--- config.mk ---
export PLATFORM = sky130hd
export DESIGN_NAME = main_bus
export DESIGN_NICKNAME = d
export VERILOG_FILES = /design/src/rtl/main_pkg.sv /design/src/rtl/bus_ack.sv /design/src/rtl/cabinet_io.sv /design/src/rtl/main_bus.sv /design/src/rtl/main_chip_sel.sv /design/src/rtl/region_mapper.sv
export SDC_FILE = /design/constraint.sdc
export NUM_CORES = 1
export LEC_CHECK = 0
export BUFFER_PORTS_ARGS = -buffer_cell sky130_fd_sc_hd__buf_2
export CORE_UTILIZATION = 46
export CTS_BUF_LIST = sky130_fd_sc_hd__clkbuf_2 sky130_fd_sc_hd__clkbuf_4 sky130_fd_sc_hd__clkbuf_8
export DETAILED_ROUTE_END_ITERATION = 6
export GPL_TIMING_DRIVEN = 1
export PLACE_DENSITY = 0.86
export SYNTH_ARGS = -nofsm -noshare
export SYNTH_HDL_FRONTEND = slang
export SYNTH_SLANG_ARGS = --single-unit
--- constraint.sdc ---
create_clock -name clk -period 3.4 [get_ports clk]
set_clock_uncertainty 0.1 [all_clocks]
set_input_delay 0.68 -clock clk [delete_from_list [all_inputs] [get_ports clk]]
set_output_delay 0.68 -clock clk [all_outputs]
set_load 0.005 [all_outputs]
--- src/rtl/main_pkg.sv ---
package main_pkg;

    // Bus widths
    localparam int addr_w = 23;     // Word address A23..A1
    localparam int data_w = 16;

    // Region mapper
    localparam int region_cnt = 8;
    localparam int reg_w      = 3;  // Region index width

    // Regions 0 to 2 hold program ROM
    localparam logic [reg_w-1:0] reg_ram  = 3'd3;
    localparam logic [reg_w-1:0] reg_oram = 3'd4;
    localparam logic [reg_w-1:0] reg_vram = 3'd5;
    localparam logic [reg_w-1:0] reg_pal  = 3'd6;
    localparam logic [reg_w-1:0] reg_io   = 3'd7;

    // Power-up base byte of each region, compared against A23..A16
    localparam logic [7:0] default_base [region_cnt] = '{
        8'h00,  // ROM bank 0
        8'h01,  // ROM bank 1
        8'h02,  // ROM bank 2 and tile bank writes
        8'hff,  // Work RAM
        8'h44,  // Object RAM
        8'h40,  // Tile/text RAM
        8'h84,  // Palette
        8'hc4   // Cabinet I/O
    };

endpackage

--- src/rtl/bus_ack.sv ---
`timescale 1ns/100ps

module bus_ack #(
    parameter int ack_wait = 3
) (
    input  logic                        clk,
    input  logic                        rst,
    input  logic                        as_n,
    input  logic                        rom_cs,
    input  logic                        char_cs,
    input  logic                        vram_cs,
    input  logic                        ram_cs,
    input  logic                        objram_cs,
    input  logic                        pal_cs,
    input  logic                        io_cs,
    input  logic [main_pkg::data_w-1:0] ram_data,
    input  logic [main_pkg::data_w-1:0] rom_data,
    input  logic [main_pkg::data_w-1:0] char_dout,
    input  logic [main_pkg::data_w-1:0] pal_dout,
    input  logic [main_pkg::data_w-1:0] obj_dout,
    input  logic [7:0]                  cab_dout,
    input  logic                        ram_ok,
    input  logic                        rom_ok,
    output logic [main_pkg::data_w-1:0] cpu_din,
    output logic                        dtack_n
);

    localparam int cnt_w = $clog2(ack_wait + 1);

    logic [cnt_w-1:0] cnt;
    logic             slow_sel;
    logic             slow_busy;
    logic             slow_done;
    logic             ack_now;

    assign slow_sel  = rom_cs | ram_cs | vram_cs;
    assign slow_busy = (rom_cs & ~rom_ok) | ((ram_cs | vram_cs) & ~ram_ok);

    // Slow memories ack one cycle after their data was captured
    assign ack_now = slow_sel ? slow_done : cnt == cnt_w'(ack_wait);

    always_ff @(posedge clk, posedge rst) begin
        if (rst) begin
            cnt       <= '0;
            slow_done <= 1'b0;
            dtack_n   <= 1'b1;
        end else if (as_n) begin
            cnt       <= '0;
            slow_done <= 1'b0;
            dtack_n   <= 1'b1;
        end else begin
            if (cnt != cnt_w'(ack_wait)) begin
                cnt <= cnt + 1'b1;
            end
            if (slow_sel && !slow_busy) begin
                slow_done <= 1'b1;
            end
            dtack_n <= dtack_n & ~ack_now;  // Held low until as_n rises
        end
    end

    always_ff @(posedge clk, posedge rst) begin
        if (rst) begin
            cpu_din <= '1;
        end else if (ram_cs || vram_cs) begin
            cpu_din <= ram_data;
        end else if (rom_cs) begin
            cpu_din <= rom_data;
        end else if (char_cs) begin
            cpu_din <= char_dout;
        end else if (pal_cs) begin
            cpu_din <= pal_dout;
        end else if (objram_cs) begin
            cpu_din <= obj_dout;
        end else if (io_cs) begin
            cpu_din <= {8'hff, cab_dout};
        end
        // Unmapped access keeps the last word
    end

endmodule

--- src/rtl/cabinet_io.sv ---
`timescale 1ns/100ps

module cabinet_io (
    input  logic       clk,
    input  logic       rst,
    input  logic       io_cs,
    input  logic       tbank_cs,
    input  logic       ldsw_n,
    input  logic [1:0] io_page,     // A13..A12
    input  logic [1:0] io_reg,      // A2..A1
    input  logic [7:0] wr_data,
    input  logic [7:0] joystick1,
    input  logic [7:0] joystick2,
    input  logic [1:0] start_button,
    input  logic [1:0] coin_input,
    input  logic       service,
    input  logic       dip_test,
    input  logic [7:0] dipsw_a,
    input  logic [7:0] dipsw_b,
    output logic [7:0] cab_dout,
    output logic       flip,
    output logic       video_en,
    output logic [5:0] tile_bank
);

    // Reorder joystick bits to the board's input port layout
    function automatic logic [7:0] sort_joy(input logic [7:0] joy);
        sort_joy = {joy[1:0], joy[3:2], joy[7], joy[5:4], joy[6]};
    endfunction

    always_ff @(posedge clk, posedge rst) begin
        if (rst) begin
            cab_dout <= 8'hff;
        end else begin
            cab_dout <= 8'hff;  // Idle bus reads as ones
            if (io_cs) begin
                case (io_page)
                    2'd1: begin
                        case (io_reg)
                            2'd0: cab_dout <= {2'b11, start_button, service, dip_test,
                                               coin_input};
                            2'd1: cab_dout <= sort_joy(joystick1);
                            2'd3: cab_dout <= sort_joy(joystick2);
                            default: ;
                        endcase
                    end
                    2'd2: cab_dout <= io_reg[0] ? dipsw_a : dipsw_b;
                    default: ;
                endcase
            end
        end
    end

    // Video control and tile bank registers take low byte writes
    always_ff @(posedge clk, posedge rst) begin
        if (rst) begin
            flip      <= 1'b0;
            video_en  <= 1'b1;
            tile_bank <= '0;
        end else begin
            if (io_cs && io_page == 2'd0 && !ldsw_n) begin
                flip     <= wr_data[6];
                video_en <= wr_data[5];
            end
            if (tbank_cs && !ldsw_n) begin
                if (io_reg[0]) begin
                    tile_bank[5:3] <= wr_data[2:0];
                end else begin
                    tile_bank[2:0] <= wr_data[2:0];
                end
            end
        end
    end

endmodule

--- src/rtl/main_bus.sv ---
`timescale 1ns/100ps

module main_bus #(
    parameter int ack_wait = 3
) (
    input  logic                        clk,
    input  logic                        rst,
    // CPU bus
    input  logic [main_pkg::addr_w:1]   addr,
    input  logic                        as_n,
    input  logic                        rnw,
    input  logic                        uds_n,
    input  logic                        lds_n,
    input  logic [main_pkg::data_w-1:0] cpu_dout,
    output logic [main_pkg::data_w-1:0] cpu_din,
    output logic                        dtack_n,
    output logic                        udsw_n,
    output logic                        ldsw_n,
    // Region mapper programming
    input  logic                        map_we,
    input  logic [main_pkg::reg_w-1:0]  map_sel,
    input  logic [7:0]                  map_data,
    // Cabinet
    input  logic [7:0]                  joystick1,
    input  logic [7:0]                  joystick2,
    input  logic [1:0]                  start_button,
    input  logic [1:0]                  coin_input,
    input  logic                        service,
    input  logic                        dip_test,
    input  logic [7:0]                  dipsw_a,
    input  logic [7:0]                  dipsw_b,
    // ROM
    output logic                        rom_cs,
    output logic [17:0]                 rom_addr,
    input  logic [main_pkg::data_w-1:0] rom_data,
    input  logic                        rom_ok,
    // Work RAM and VRAM
    output logic                        ram_cs,
    output logic                        vram_cs,
    input  logic [main_pkg::data_w-1:0] ram_data,
    input  logic                        ram_ok,
    // Video memories
    output logic                        char_cs,
    output logic                        pal_cs,
    output logic                        objram_cs,
    input  logic [main_pkg::data_w-1:0] char_dout,
    input  logic [main_pkg::data_w-1:0] pal_dout,
    input  logic [main_pkg::data_w-1:0] obj_dout,
    // Video control
    output logic                        flip,
    output logic                        video_en,
    output logic [5:0]                  tile_bank
);
    import main_pkg::*;

    logic [region_cnt-1:0] active;
    logic                  bus_n;
    logic                  io_cs;
    logic                  tbank_cs;
    logic [7:0]            cab_dout;

    assign udsw_n   = rnw | uds_n;
    assign ldsw_n   = rnw | lds_n;
    assign bus_n    = as_n | (uds_n & lds_n);
    assign rom_addr = {active[1], addr[17:1]};  // 512kB window

    region_mapper u_mapper (
        .clk      ( clk          ),
        .rst      ( rst          ),
        .map_we   ( map_we       ),
        .map_sel  ( map_sel      ),
        .map_data ( map_data     ),
        .addr_hi  ( addr[23:16]  ),
        .active   ( active       )
    );

    main_chip_sel u_chip_sel (
        .clk       ( clk        ),
        .rst       ( rst        ),
        .as_n      ( as_n       ),
        .bus_n     ( bus_n      ),
        .rnw       ( rnw        ),
        .addr_16   ( addr[16]   ),
        .active    ( active     ),
        .rom_cs    ( rom_cs     ),
        .char_cs   ( char_cs    ),
        .vram_cs   ( vram_cs    ),
        .ram_cs    ( ram_cs     ),
        .objram_cs ( objram_cs  ),
        .pal_cs    ( pal_cs     ),
        .io_cs     ( io_cs      ),
        .tbank_cs  ( tbank_cs   )
    );

    cabinet_io u_cabinet (
        .clk          ( clk           ),
        .rst          ( rst           ),
        .io_cs        ( io_cs         ),
        .tbank_cs     ( tbank_cs      ),
        .ldsw_n       ( ldsw_n        ),
        .io_page      ( addr[13:12]   ),
        .io_reg       ( addr[2:1]     ),
        .wr_data      ( cpu_dout[7:0] ),
        .joystick1    ( joystick1     ),
        .joystick2    ( joystick2     ),
        .start_button ( start_button  ),
        .coin_input   ( coin_input    ),
        .service      ( service       ),
        .dip_test     ( dip_test      ),
        .dipsw_a      ( dipsw_a       ),
        .dipsw_b      ( dipsw_b       ),
        .cab_dout     ( cab_dout      ),
        .flip         ( flip          ),
        .video_en     ( video_en      ),
        .tile_bank    ( tile_bank     )
    );

    bus_ack #(
        .ack_wait ( ack_wait )
    ) u_ack (
        .clk       ( clk        ),
        .rst       ( rst        ),
        .as_n      ( as_n       ),
        .rom_cs    ( rom_cs     ),
        .char_cs   ( char_cs    ),
        .vram_cs   ( vram_cs    ),
        .ram_cs    ( ram_cs     ),
        .objram_cs ( objram_cs  ),
        .pal_cs    ( pal_cs     ),
        .io_cs     ( io_cs      ),
        .ram_data  ( ram_data   ),
        .rom_data  ( rom_data   ),
        .char_dout ( char_dout  ),
        .pal_dout  ( pal_dout   ),
        .obj_dout  ( obj_dout   ),
        .cab_dout  ( cab_dout   ),
        .ram_ok    ( ram_ok     ),
        .rom_ok    ( rom_ok     ),
        .cpu_din   ( cpu_din    ),
        .dtack_n   ( dtack_n    )
    );

endmodule

--- src/rtl/main_chip_sel.sv ---
`timescale 1ns/100ps

module main_chip_sel (
    input  logic                            clk,
    input  logic                            rst,
    input  logic                            as_n,
    input  logic                            bus_n,
    input  logic                            rnw,
    input  logic                            addr_16,
    input  logic [main_pkg::region_cnt-1:0] active,
    output logic                            rom_cs,
    output logic                            char_cs,
    output logic                            vram_cs,
    output logic                            ram_cs,
    output logic                            objram_cs,
    output logic                            pal_cs,
    output logic                            io_cs,
    output logic                            tbank_cs
);
    import main_pkg::*;

    logic [7:0] sel_d;
    logic [7:0] sel_q;

    always_comb begin
        sel_d = '0;
        if (!as_n) begin
            sel_d[0] = |active[2:0] && rnw;                // ROM reads only
            sel_d[1] = active[reg_vram] && addr_16;        // Char half of VRAM window
            // RAM requests restart whenever bus_n toggles
            sel_d[2] = !bus_n && active[reg_vram] && !addr_16;
            sel_d[3] = !bus_n && active[reg_ram];
            sel_d[4] = active[reg_oram];
            sel_d[5] = active[reg_pal];
            sel_d[6] = active[reg_io];
            sel_d[7] = active[2] && !rnw;                  // Writes to ROM bank 2
        end
    end

    always_ff @(posedge clk, posedge rst) begin
        if (rst) begin
            sel_q <= '0;
        end else begin
            sel_q <= sel_d;
        end
    end

    assign rom_cs    = sel_q[0];
    assign char_cs   = sel_q[1];
    assign vram_cs   = sel_q[2];
    assign ram_cs    = sel_q[3];
    assign objram_cs = sel_q[4];
    assign pal_cs    = sel_q[5];
    assign io_cs     = sel_q[6];
    assign tbank_cs  = sel_q[7];

endmodule

--- src/rtl/region_mapper.sv ---
`timescale 1ns/100ps

module region_mapper (
    input  logic                            clk,
    input  logic                            rst,
    // Base programming writes one region per cycle
    input  logic                            map_we,
    input  logic [main_pkg::reg_w-1:0]      map_sel,
    input  logic [7:0]                      map_data,
    // Upper address byte A23..A16
    input  logic [7:0]                      addr_hi,
    output logic [main_pkg::region_cnt-1:0] active
);
    import main_pkg::*;

    logic [7:0] base [region_cnt];

    always_ff @(posedge clk, posedge rst) begin
        if (rst) begin
            for (int i = 0; i < region_cnt; i++) begin
                base[i] <= default_base[i];
            end
        end else if (map_we) begin
            base[map_sel] <= map_data;  // Other regions keep their base
        end
    end

    // Address match per region
    always_comb begin
        for (int i = 0; i < region_cnt; i++) begin
            active[i] = base[i] == addr_hi;
        end
    end

endmodule

==> results of run 1 <==
-- layout by cell type (no fill, tap or decap), drive strengths merged, types with 2 or more instances in the layout --
cell       n
mux2      84
dfstp     44
xor2      41
a31oi      8
clkbuf    10
dfrtp     64
a2111oi    2
nor2      12
a221o      8
a21oi      8
inv       12
nand2b     4
or2        3
nand4b     3
nand2     56
o211ai     4
nand4      5
o221ai     5
or2b       2
nor3       9
o22ai      9
and3       2
o21a       7
nor4      12
o21ai     21
xnor2     24
o22a       4
ha         4
nand3      7
nor3b      3
buf      198
clkinv     2
a211oi     5
mux2i     13
nor2b      4
-- through the flow --
step	area [um2]	hold slack, ns	utilization	power, uW
after floorplan	5982	0.3802	-	2279
after global placement	6933	0.3871	0.5472	2521
after detailed placement	6933	0.3918	0.5472	2567
after CTS	7147	0.2130	0.5640	3415
after global routing	7149	0.2226	0.5642	3570
final	7149	0.2207	0.5642	3383
-- worst reg2reg max path, cell delays in order (launching register included) --
cell and delay, ns:
dfrtp_1 0.58, or4_4 0.71, or2_4 0.33, o22a_1 0.21
-- power by group through the flow --
| stage | logic, uW | clock network, uW | registers [uW] |
|---|---|---|---|
| 4_1_cts | 772 | 867 | 1780 |
| 5_1_grt | 852 | 910 | 1810 |
| 3_3_place_gp | 738 | 0 | 1780 |
| 3_5_place_dp | 768 | 0 | 1800 |
| 6_report | 767 | 838 | 1780 |
| 2_1_floorplan | 505 | 0 | 1770 |
-- metal layers --
| layer | GRT usage | vias to the layer above | part of all wire |
|---|---|---|---|
| li1 | - | 2224 | - |
| met4 | 0.1120 | 0 | 0.035 |
| met5 | 0 | - | 0 |
| met3 | 0.05492 | 39 | 0.058 |
| met2 | 0.4020 | 182 | 0.51 |
| met1 | 0.2570 | 2295 | 0.40 |
-- layout make-up --
class	instances	area, um2	area share
Inverter	10	41.29	0.005775
Antenna cell	1	2.502	0.0003500
Sequential cell	108	2758	0.3857
Timing Repair Buffer	198	1013	0.1418
Multi-Input combinational cell	374	2905	0.4064
Clock inverter	6	76.32	0.01068
Clock buffer	10	137.6	0.01925
Tap cell	172	215.2	0.03010
-- how the worst min path moves through the flow --
stage / start / endpoint / slack [ns] / depth (start not counted)
6_report: rst / u_chip_sel.sel_q[7] / 0.22 / 2
3_3_place_gp: u_cabinet.tile_bank[0] / u_cabinet.tile_bank[0] / 0.39 / 1
3_5_place_dp: u_cabinet.tile_bank[0] / u_cabinet.tile_bank[0] / 0.39 / 1
5_1_grt: rst / u_chip_sel.sel_q[7] / 0.22 / 2
4_1_cts: rst / u_chip_sel.sel_q[7] / 0.21 / 2
2_1_floorplan: u_ack.slow_done / u_ack.slow_done / 0.38 / 1
-- registers in the layout, summed over array words and instances (netlist names) --
signal and count:
u_cabinet.tile_bank 6, u_cabinet.cab_dout 8, u_ack.cnt 2, u_cabinet.flip 1, u_cabinet.video_en 1, u_mapper.base 64, u_chip_sel.sel_q 8, u_ack.dtack_n 1
u_ack.cpu_din 16, u_ack.slow_done 1
-- Yosys cell counts (all sizes together) (9+ instances only) --
master / count
mux2: 84
dfrtp: 64
nand2: 56
dfstp: 44
xor2: 41
buf: 32
xnor2: 24
o21ai: 21
clkbuf: 19
mux2i: 13
nor2: 12
nor4: 12
inv: 9
nor3: 9
o22ai: 9
-- cell families after synthesis --
group | Yosys count | synth area share
and+or+nand+nor | 124 | 0.1061
DFF | 108 | 0.4613
muxes | 97 | 0.1800
AOI/OAI and AO/OA | 84 | 0.09628
xor gates and xnor gates | 65 | 0.09523
buffers and inverters | 61 | 0.05274
adders and majority gates | 4 | 0.008372
==> out/metrics.yaml, run 1 <==
status: "complete, no violations"
core_region_area_mm2: 0.01267
grt_pass1_wl_um: 22950
drc: 0
synthTopCellsByArea: "dfrtp_1 (27%), dfstp_2 (19%), mux2_2 (16%)"
cts_root_buf: "clkbuf_8"
drtAntennaViolNets: 0
max_freq_mhz: 390.8
wire_per_inst_um: 17.27
layout-drive-gt1-share: 0.5014
place_ws_ns: 0.8847
drtPass1Iterations: 4
cp_num_cells: 6
swShare: 0.2827
drt_iter0_drc: 269
die_y_um: 116
synth_warnings: 0
vdd.ir_drop.worst_mv: 0.3318
finalSetupTns_ns: 0
crit-reg2reg-capture: "u_ack.cpu_din[0]"
cp_top_family: "simple AND/OR/NAND/NOR gates"
drt-total-wl_um: 15180
cp-startpoint: "addr[16]"
netSwitchingPower_uw: 956.5
period_needed_ns: 2.559
rows: 41
dp_cells: 862
crit_path_max_incr_delay_ns: 0.36
vias: 4740
cts_inserted_buffers: 9
synthCells: 543
worst_slack_ns: 0.8413
via_per_inst: 5.392
p_int_uw: 2426
rsz0062_at_grt: "false"
reg2reg_depth: 3
slew_headroom: 0.5279
synth_fp_nets: 724
io-pin-count: 228
power_frac_seq: 0.526
finalSetupViolCount: 0
r2r_setup_slack_ns: 1.42
worst_slew_pin_slew_ns: 0.7050
end_kind: "primary output"
clock_power_share: 0.248
synth_area_leader_cell: "dfrtp_1"
seq_area_frac_synth: 0.4613
r2r_start: "u_chip_sel.sel_q[4]"
hold_class: "input pin to async pin"
p_leak_uw: 0.003268
synthFlopType: "dfrtp_1"
finalHoldViolCount: 0
antenna_found_initial: 1
cts_hold_buf: 0
ys_types: 47
path_buf_inv: 3
nFillCells: 1112
slew_violations: 0
fin_cells: 879
initial_core_util: 0.4718
grt_use_total: 0.2276
fin_crit_sh: 0.7526
clock_path_buffers: 2
die_w_um: 116
path_class: "input pin to primary output"
cpMaxStageDelayCell: "nor4_1"
clk_pin_slew_ns: 0.10
grt_max_degree: 70
postCtsSetupRepairBufs: 0
worstPathArrival_ns: 1.78
syn_area_mm2: 0.005978
drv_cap: 0
syn_avg_cell_area_um2: 11.01
start_kind: "input pin"
overflow: 0
crit_end: "rom_addr[17]"
critPathMaxFanout: 11
crit_chain: "buf_2 -> xor2_1 -> nor4_1 -> nand2_1 -> inv_1 -> buf_2"
htree_levels: 3
cellPowerDensity_mw_per_mm2: 473.2
synth_top_area_share: 0.2679
async_reset_ff_frac: 1.000
syn2layout_area_growth_pct: 19.59
synth_edf_count: 0
ys_seq_elements: 108
cts_resized: 0
grt_pass1_vias: 4623
clk_latency_ns: 0.38
io_buffer_count: 194
dieArea_mm2: 0.01346
comb_power_share: 0.227
gp_congestion: 0.8408
cts_tree: "built"
hpwl_um: 11480
required_ns: 2.62
nets: 882
crit_top_cell: "buf_2"
cts_sinks: 108
(Power assumes the default switching activity.)
==> run 2, diff against run 1 <==
==> constraint.sdc (replaced) <==
create_clock -name clk -period 2.2 [get_ports clk]
set_clock_uncertainty 0.1 [all_clocks]
set_input_delay 0.44 -clock clk [delete_from_list [all_inputs] [get_ports clk]]
set_output_delay 0.44 -clock clk [all_outputs]
set_load 0.005 [all_outputs]
==> out/metrics.yaml, run 2 (synthesized netlist as in run 1, its figures left out) <==
wire_per_inst_um: 16.92
required_ns: 1.66
vias: 4722
dieArea_mm2: 0.01346
clk_latency_ns: 0.39
finalSetupViolCount: 0
place_ws_ns: 0.1357
io_buffer_count: 194
cp-startpoint: "u_mapper.base[54]"
worstPathArrival_ns: 1.56
fin_cells: 889
drtAntennaViolNets: 0
p_leak_uw: 0.003322
finalHoldViolCount: 0
whs_ns: 0.1627
drc: 0
critPathMaxFanout: 2
path_class: "flop to primary output"
grt_pass1_wl_um: 22560
reg2reg_depth: 4
cts_sinks: 108
worst_slack_ns: 0.1025
via_per_inst: 5.312
grt_use_total: 0.2251
top_regs: "u_mapper.base (64), u_ack.cpu_din (16)"
drtPass1Iterations: 5
die_w_um: 116
clk_pin_slew_ns: 0.11
cellPowerDensity_mw_per_mm2: 721.9
core_region_area_mm2: 0.01267
clock_path_buffers: 2
antenna_found_initial: 0
drt-total-wl_um: 15040
antennaDiodeCount: 0
layout-drive-gt1-share: 0.5077
crit_chain: "xor2_1 -> nor4_1 -> nand2_1 -> inv_1 -> buf_2"
slew_headroom: 0.6228
grt_pass1_vias: 4520
period_needed_ns: 2.097
max_flop_register: "u_mapper.base"
crit_path_max_incr_delay_ns: 0.41
hpwl_um: 11460
nets: 893
postLayoutCoreUtil: 0.5715
htree_levels: 3
overflow: 0
hold_class: "input pin to flop"
grt_max_degree: 52
fin_crit_sh: 0.9534
nFillCells: 1104
rsz0062_at_grt: "false"
vdd.ir_drop.worst_mv: 0.6357
status: "complete, no violations"
drt_iter0_drc: 385
rows: 41
largest_reg_flops: 64
cpMaxStageDelayCell: "dfrtp_1"
end_kind: "primary output"
worst_slew_pin_slew_ns: 0.5628
r2r_start: "u_mapper.base[21]"
crit_end: "rom_addr[17]"
layout_commonest_cell: "buf_2"
initial_core_util: 0.4718
start_kind: "flop"
drv_cap: 0
max_freq_mhz: 476.8
r2r_setup_slack_ns: 0.38
cts_inserted_buffers: 9
crit-reg2reg-capture: "u_chip_sel.sel_q[2]"
finalSetupTns_ns: 0
postCtsSetupRepairBufs: 0
cts_root_buf: "clkbuf_8"
dp_cells: 872
layout_common_cells: "buf_2 (194), mux2_2 (84), dfrtp_1 (64), nand2_1 (56), dfstp_2 (44)"
io-pin-count: 228
gp_congestion: 0.8494
die_y_um: 116
syn2layout_area_growth_pct: 21.14
slew_violations: 0
cts_tree: "built"
run 2: worst min path at each step:
stage,startpoint,endpoint,slack [ns],depth (start not counted)
CTS,uds_n,u_chip_sel.sel_q[3],0.14,2
global placement,rst,u_mapper.base[11],0.33,2
finish,uds_n,u_chip_sel.sel_q[3],0.16,2
global route,cpu_dout[6],u_cabinet.flip,0.16,2
detailed placement,rst,u_mapper.base[11],0.34,2
floorplan,u_ack.slow_done,u_ack.slow_done,0.38,1
run 2: power breakdown:
group	total [uW]	internal (uW)	switching [uW]
Combinational	1200	676	523
Clock	1280	561	718
Sequential	2750	2500	246
Total	5230	3740	1490
run 2: layout make-up:
class,instances,area [um2],share of cell area
flip-flops and latches,108,2758,0.3808
clock inverters,6,80.08,0.01106
multi-input cells,374,2905,0.4012
repair buffers,209,1111,0.1534
clock buffers,10,131.4,0.01814
well taps,172,215.2,0.02972
inverters,10,41.29,0.005701
run 2: per-layer routing:
metal,track usage,vias to the layer above,share of wire
li1,-,2240,-
met1,0.2590,2272,0.41
met2,0.3988,179,0.51
met3,0.04603,31,0.055
met4,0.1094,0,0.032
met5,0,-,0
run 2: worst max-delay path: cells and delay by family, from the launching register on:
kind                      cells  cell delay (ns)
and+or+nand+nor               2             0.43
DFF                           1             0.41
buffers and inverters         2             0.17
xor gates and xnor gates      1             0.15
run 2: what timing repair did:
item,CTS,global route
hold endpoints to repair,7,0
endpoints found under the setup margin,0,1
hold buffers,1,0
resized for setup,0,0
run 2: stage by stage:
stage	total power, uW	instance area (um2)
3_5_place_dp	3986	7020
2_1_floorplan	3522	5982
3_3_place_gp	3912	7020
6_report	5228	7242
5_1_grt	5503	7242
4_1_cts	5276	7242
==> run 3, diff against run 2 <==
--- a/config.mk
+++ b/config.mk
@@ -5,12 +5,14 @@
 export SDC_FILE = /design/constraint.sdc
 export NUM_CORES = 1
 export LEC_CHECK = 0
+export ABC_AREA = 1
 export BUFFER_PORTS_ARGS = -buffer_cell sky130_fd_sc_hd__buf_2
-export CORE_UTILIZATION = 46
+export CORE_UTILIZATION = 48
 export CTS_BUF_LIST = sky130_fd_sc_hd__clkbuf_2 sky130_fd_sc_hd__clkbuf_4 sky130_fd_sc_hd__clkbuf_8
 export DETAILED_ROUTE_END_ITERATION = 6
 export GPL_TIMING_DRIVEN = 1
-export PLACE_DENSITY = 0.86
+export PLACE_DENSITY = 0.87
 export SYNTH_ARGS = -nofsm -noshare
 export SYNTH_HDL_FRONTEND = slang
+export SYNTH_HIERARCHICAL = 1
 export SYNTH_SLANG_ARGS = --single-unit
==> out/metrics.yaml, run 3 <==
grt_max_degree: 27
met1Wirelength_um: 7273
nFillCells: 1262
synth_most_common_cell: "nand2_1"
antenna_found_initial: 0
wire_per_inst_um: 13.17
crit_path_max_incr_delay_ns: 0.78
cts_root_buf: "clkbuf_8"
required_ns: 1.66
rows: 42
hold_path_depth: 3
worstPathArrival_ns: 1.57
ys_seq_elements: 108
worstHoldStart: "ram_data[10]"
placed_area_mm2: 0.007672
finalHoldViolCount: 0
drt_iter0_drc: 418
core_region_area_mm2: 0.01345
gp_congestion: 0.9217
register_area_mm2: 0.002758
crit_chain: "buf_4 -> buf_2"
status: "complete, no violations"
async_reset_ff_frac: 1.000
dieArea_mm2: 0.01450
cpMaxStageDelayCell: "dfrtp_1"
multiInputGateArea_mm2: 0.003087
layout-drive-gt1-share: 0.2433
largest_reg_flops: 64
synth_top_area_share: 0.2380
wl_met3_um: 1182
worst_slew_pin_slew_ns: 0.6700
vias: 6724
grt_pass1_vias: 6173
drv_cap: 0
postLayoutCoreUtil: 0.5863
reg2reg_depth: 5
critPathMaxFanout: 13
power_uw: 5419
syn_area_mm2: 0.006730
cellPowerDensity_mw_per_mm2: 687.0
start_kind: "flop"
fin_area_mm2: 0.007888
end_kind: "primary output"
drt-total-wl_um: 18020
grt_use_total: 0.2511
top_regs: "u_mapper/base (64), u_ack/cpu_din (16)"
min_to: "u_ack/cpu_din[10]"
finalSetupViolCount: 0
slew_violations: 0
rsz0062_at_grt: "false"
drc: 0
hpwl_um: 14050
ys_types: 27
initial_core_util: 0.5003
syn_avg_cell_area_um2: 6.605
p_leak_uw: 0.004481
r2r_start: "u_chip_sel/sel_q[5]"
hold_class: "input pin to flop"
cts_sinks: 108
clock_path_buffers: 2
synthFlopType: "dfrtp_1"
slew_headroom: 0.5533
seq_area_frac_synth: 0.4097
synthCells: 1019
max_freq_mhz: 474.1
synthTopCellsByArea: "dfrtp_1 (24%), nand2_1 (23%), dfstp_2 (17%)"
path_class: "flop to primary output"
synth_area_leader_cell: "dfrtp_1"
syn2layout_area_growth_pct: 17.20
io-pin-count: 228
die_w_um: 120.4
htree_levels: 3
overflow: 0
synth_fp_nets: 1200
dr_wl_met2_um: 8959
drtPass1Iterations: 5
finalSetupTns_ns: 0
drtAntennaViolNets: 0
fin_crit_sh: 0.9588
max_flop_register: "u_mapper/base"
r2r_setup_slack_ns: 0.32
synth_commonest_cells: "nand2_1 (412), inv_1 (129), nor2_1 (97)"
layout_common_cells: "nand2_1 (412), buf_2 (194), inv_1 (128), nor2_1 (96), o21ai_0 (83)"
period_needed_ns: 2.109
clk_latency_ns: 0.38
grt_pass1_wl_um: 28500
nets: 1368
cts_tree: "built"
via_per_inst: 4.915
synth_edf_count: 0
clk_pin_slew_ns: 0.09
top_layer_used: "met4"
die_y_um: 120.4
crit-reg2reg-capture: "u_ack/cpu_din[9]"
cts_inserted_buffers: 9
vdd.ir_drop.worst_mv: 0.4872
io_buffer_count: 194
antennaDiodeCount: 0
synth_warnings: 6
layout_commonest_cell: "nand2_1"
==> run 3: cell count changes after synthesis, sizes merged, moves of 17 or more <==
cell	change
nand3	+47
xnor2	-24
o21ai	+67
nor2	+89
mux2	-84
xor2	-41
inv	+124
a21oi	+32
nand2	+361
buf	+17
==> run 3: kinds of logic (layout without fill, tap and decap cells) <==
family	Yosys count	count (layout)	share of synthesized area
buffers and inverters	188	361	0.1320
adder cells (fa/ha/maj)	4	4	0.007437
AO/OA/AOI/OAI	130	130	0.09797
AND/OR/NAND/NOR	589	589	0.3529
flip-flops	108	108	0.4097
==> run 3: area by class of cell <==
class | count | area share
clock buffer | 14 | 0.02126
clock inverter | 2 | 0.004442
inverter | 134 | 0.06424
multi-input combinational | 723 | 0.3913
sequential | 108 | 0.3496
tap | 176 | 0.02792
timing repair buffer | 211 | 0.1412
==> run 3: through the flow <==
step	worst slack [ns]	std cells	hold WS [ns]
detailed placement	0.2622	1351	0.3576
floorplan	0.09169	1019	0.1557
global placement	0.2753	1351	0.3547
CTS	0.08957	1368	0.1528
finish	0.09071	1368	0.1714
global route	0.04122	1368	0.1622
==> run 3: metal layers <==
layer / track usage / vias to the layer above
met5: 0 / -
met4: 0.1111 / 0
met3: 0.05425 / 40
met2: 0.4526 / 249
met1: 0.2834 / 3004
li1: - / 3431
==> run 3: how the worst max path moves through the flow <==
stage,startpoint,to,slack (ns),cells past startpoint
detailed placement,addr[23],rom_addr[17],0.26,8
global route,u_mapper/base[48],rom_addr[17],0.04,7
global placement,addr[21],rom_addr[17],0.28,8
floorplan,rst,u_mapper/base[0],0.09,1
finish,u_chip_sel/sel_q[5],pal_cs,0.09,2
CTS,u_mapper/base[48],rom_addr[17],0.09,7
==> run 3: power by group <==
group | internal, uW | switching (uW) | leakage [uW] | total (uW)
sequential | 2520 | 253 | 0.00129 | 2770
clock | 608 | 632 | 0.000108 | 1240
combinational | 606 | 801 | 0.00309 | 1410
total | 3730 | 1690 | 0.00448 | 5420
==> run 3: worst max-delay path, delay by kind of cell, from the launching register on <==
| family | cells | cell delay, ns |
|---|---|---|
| buf+inv | 2 | 0.41 |
| flops | 1 | 0.78 |
==> run 3: what timing repair did <==
action | 4_1_cts | 5_1_grt
setup endpoints to repair | 0 | 1
hold endpoints to repair | 8 | 0
gates resized for setup | 0 | 1
hold buffers | 1 | 0
buffers inserted | 0 | 0
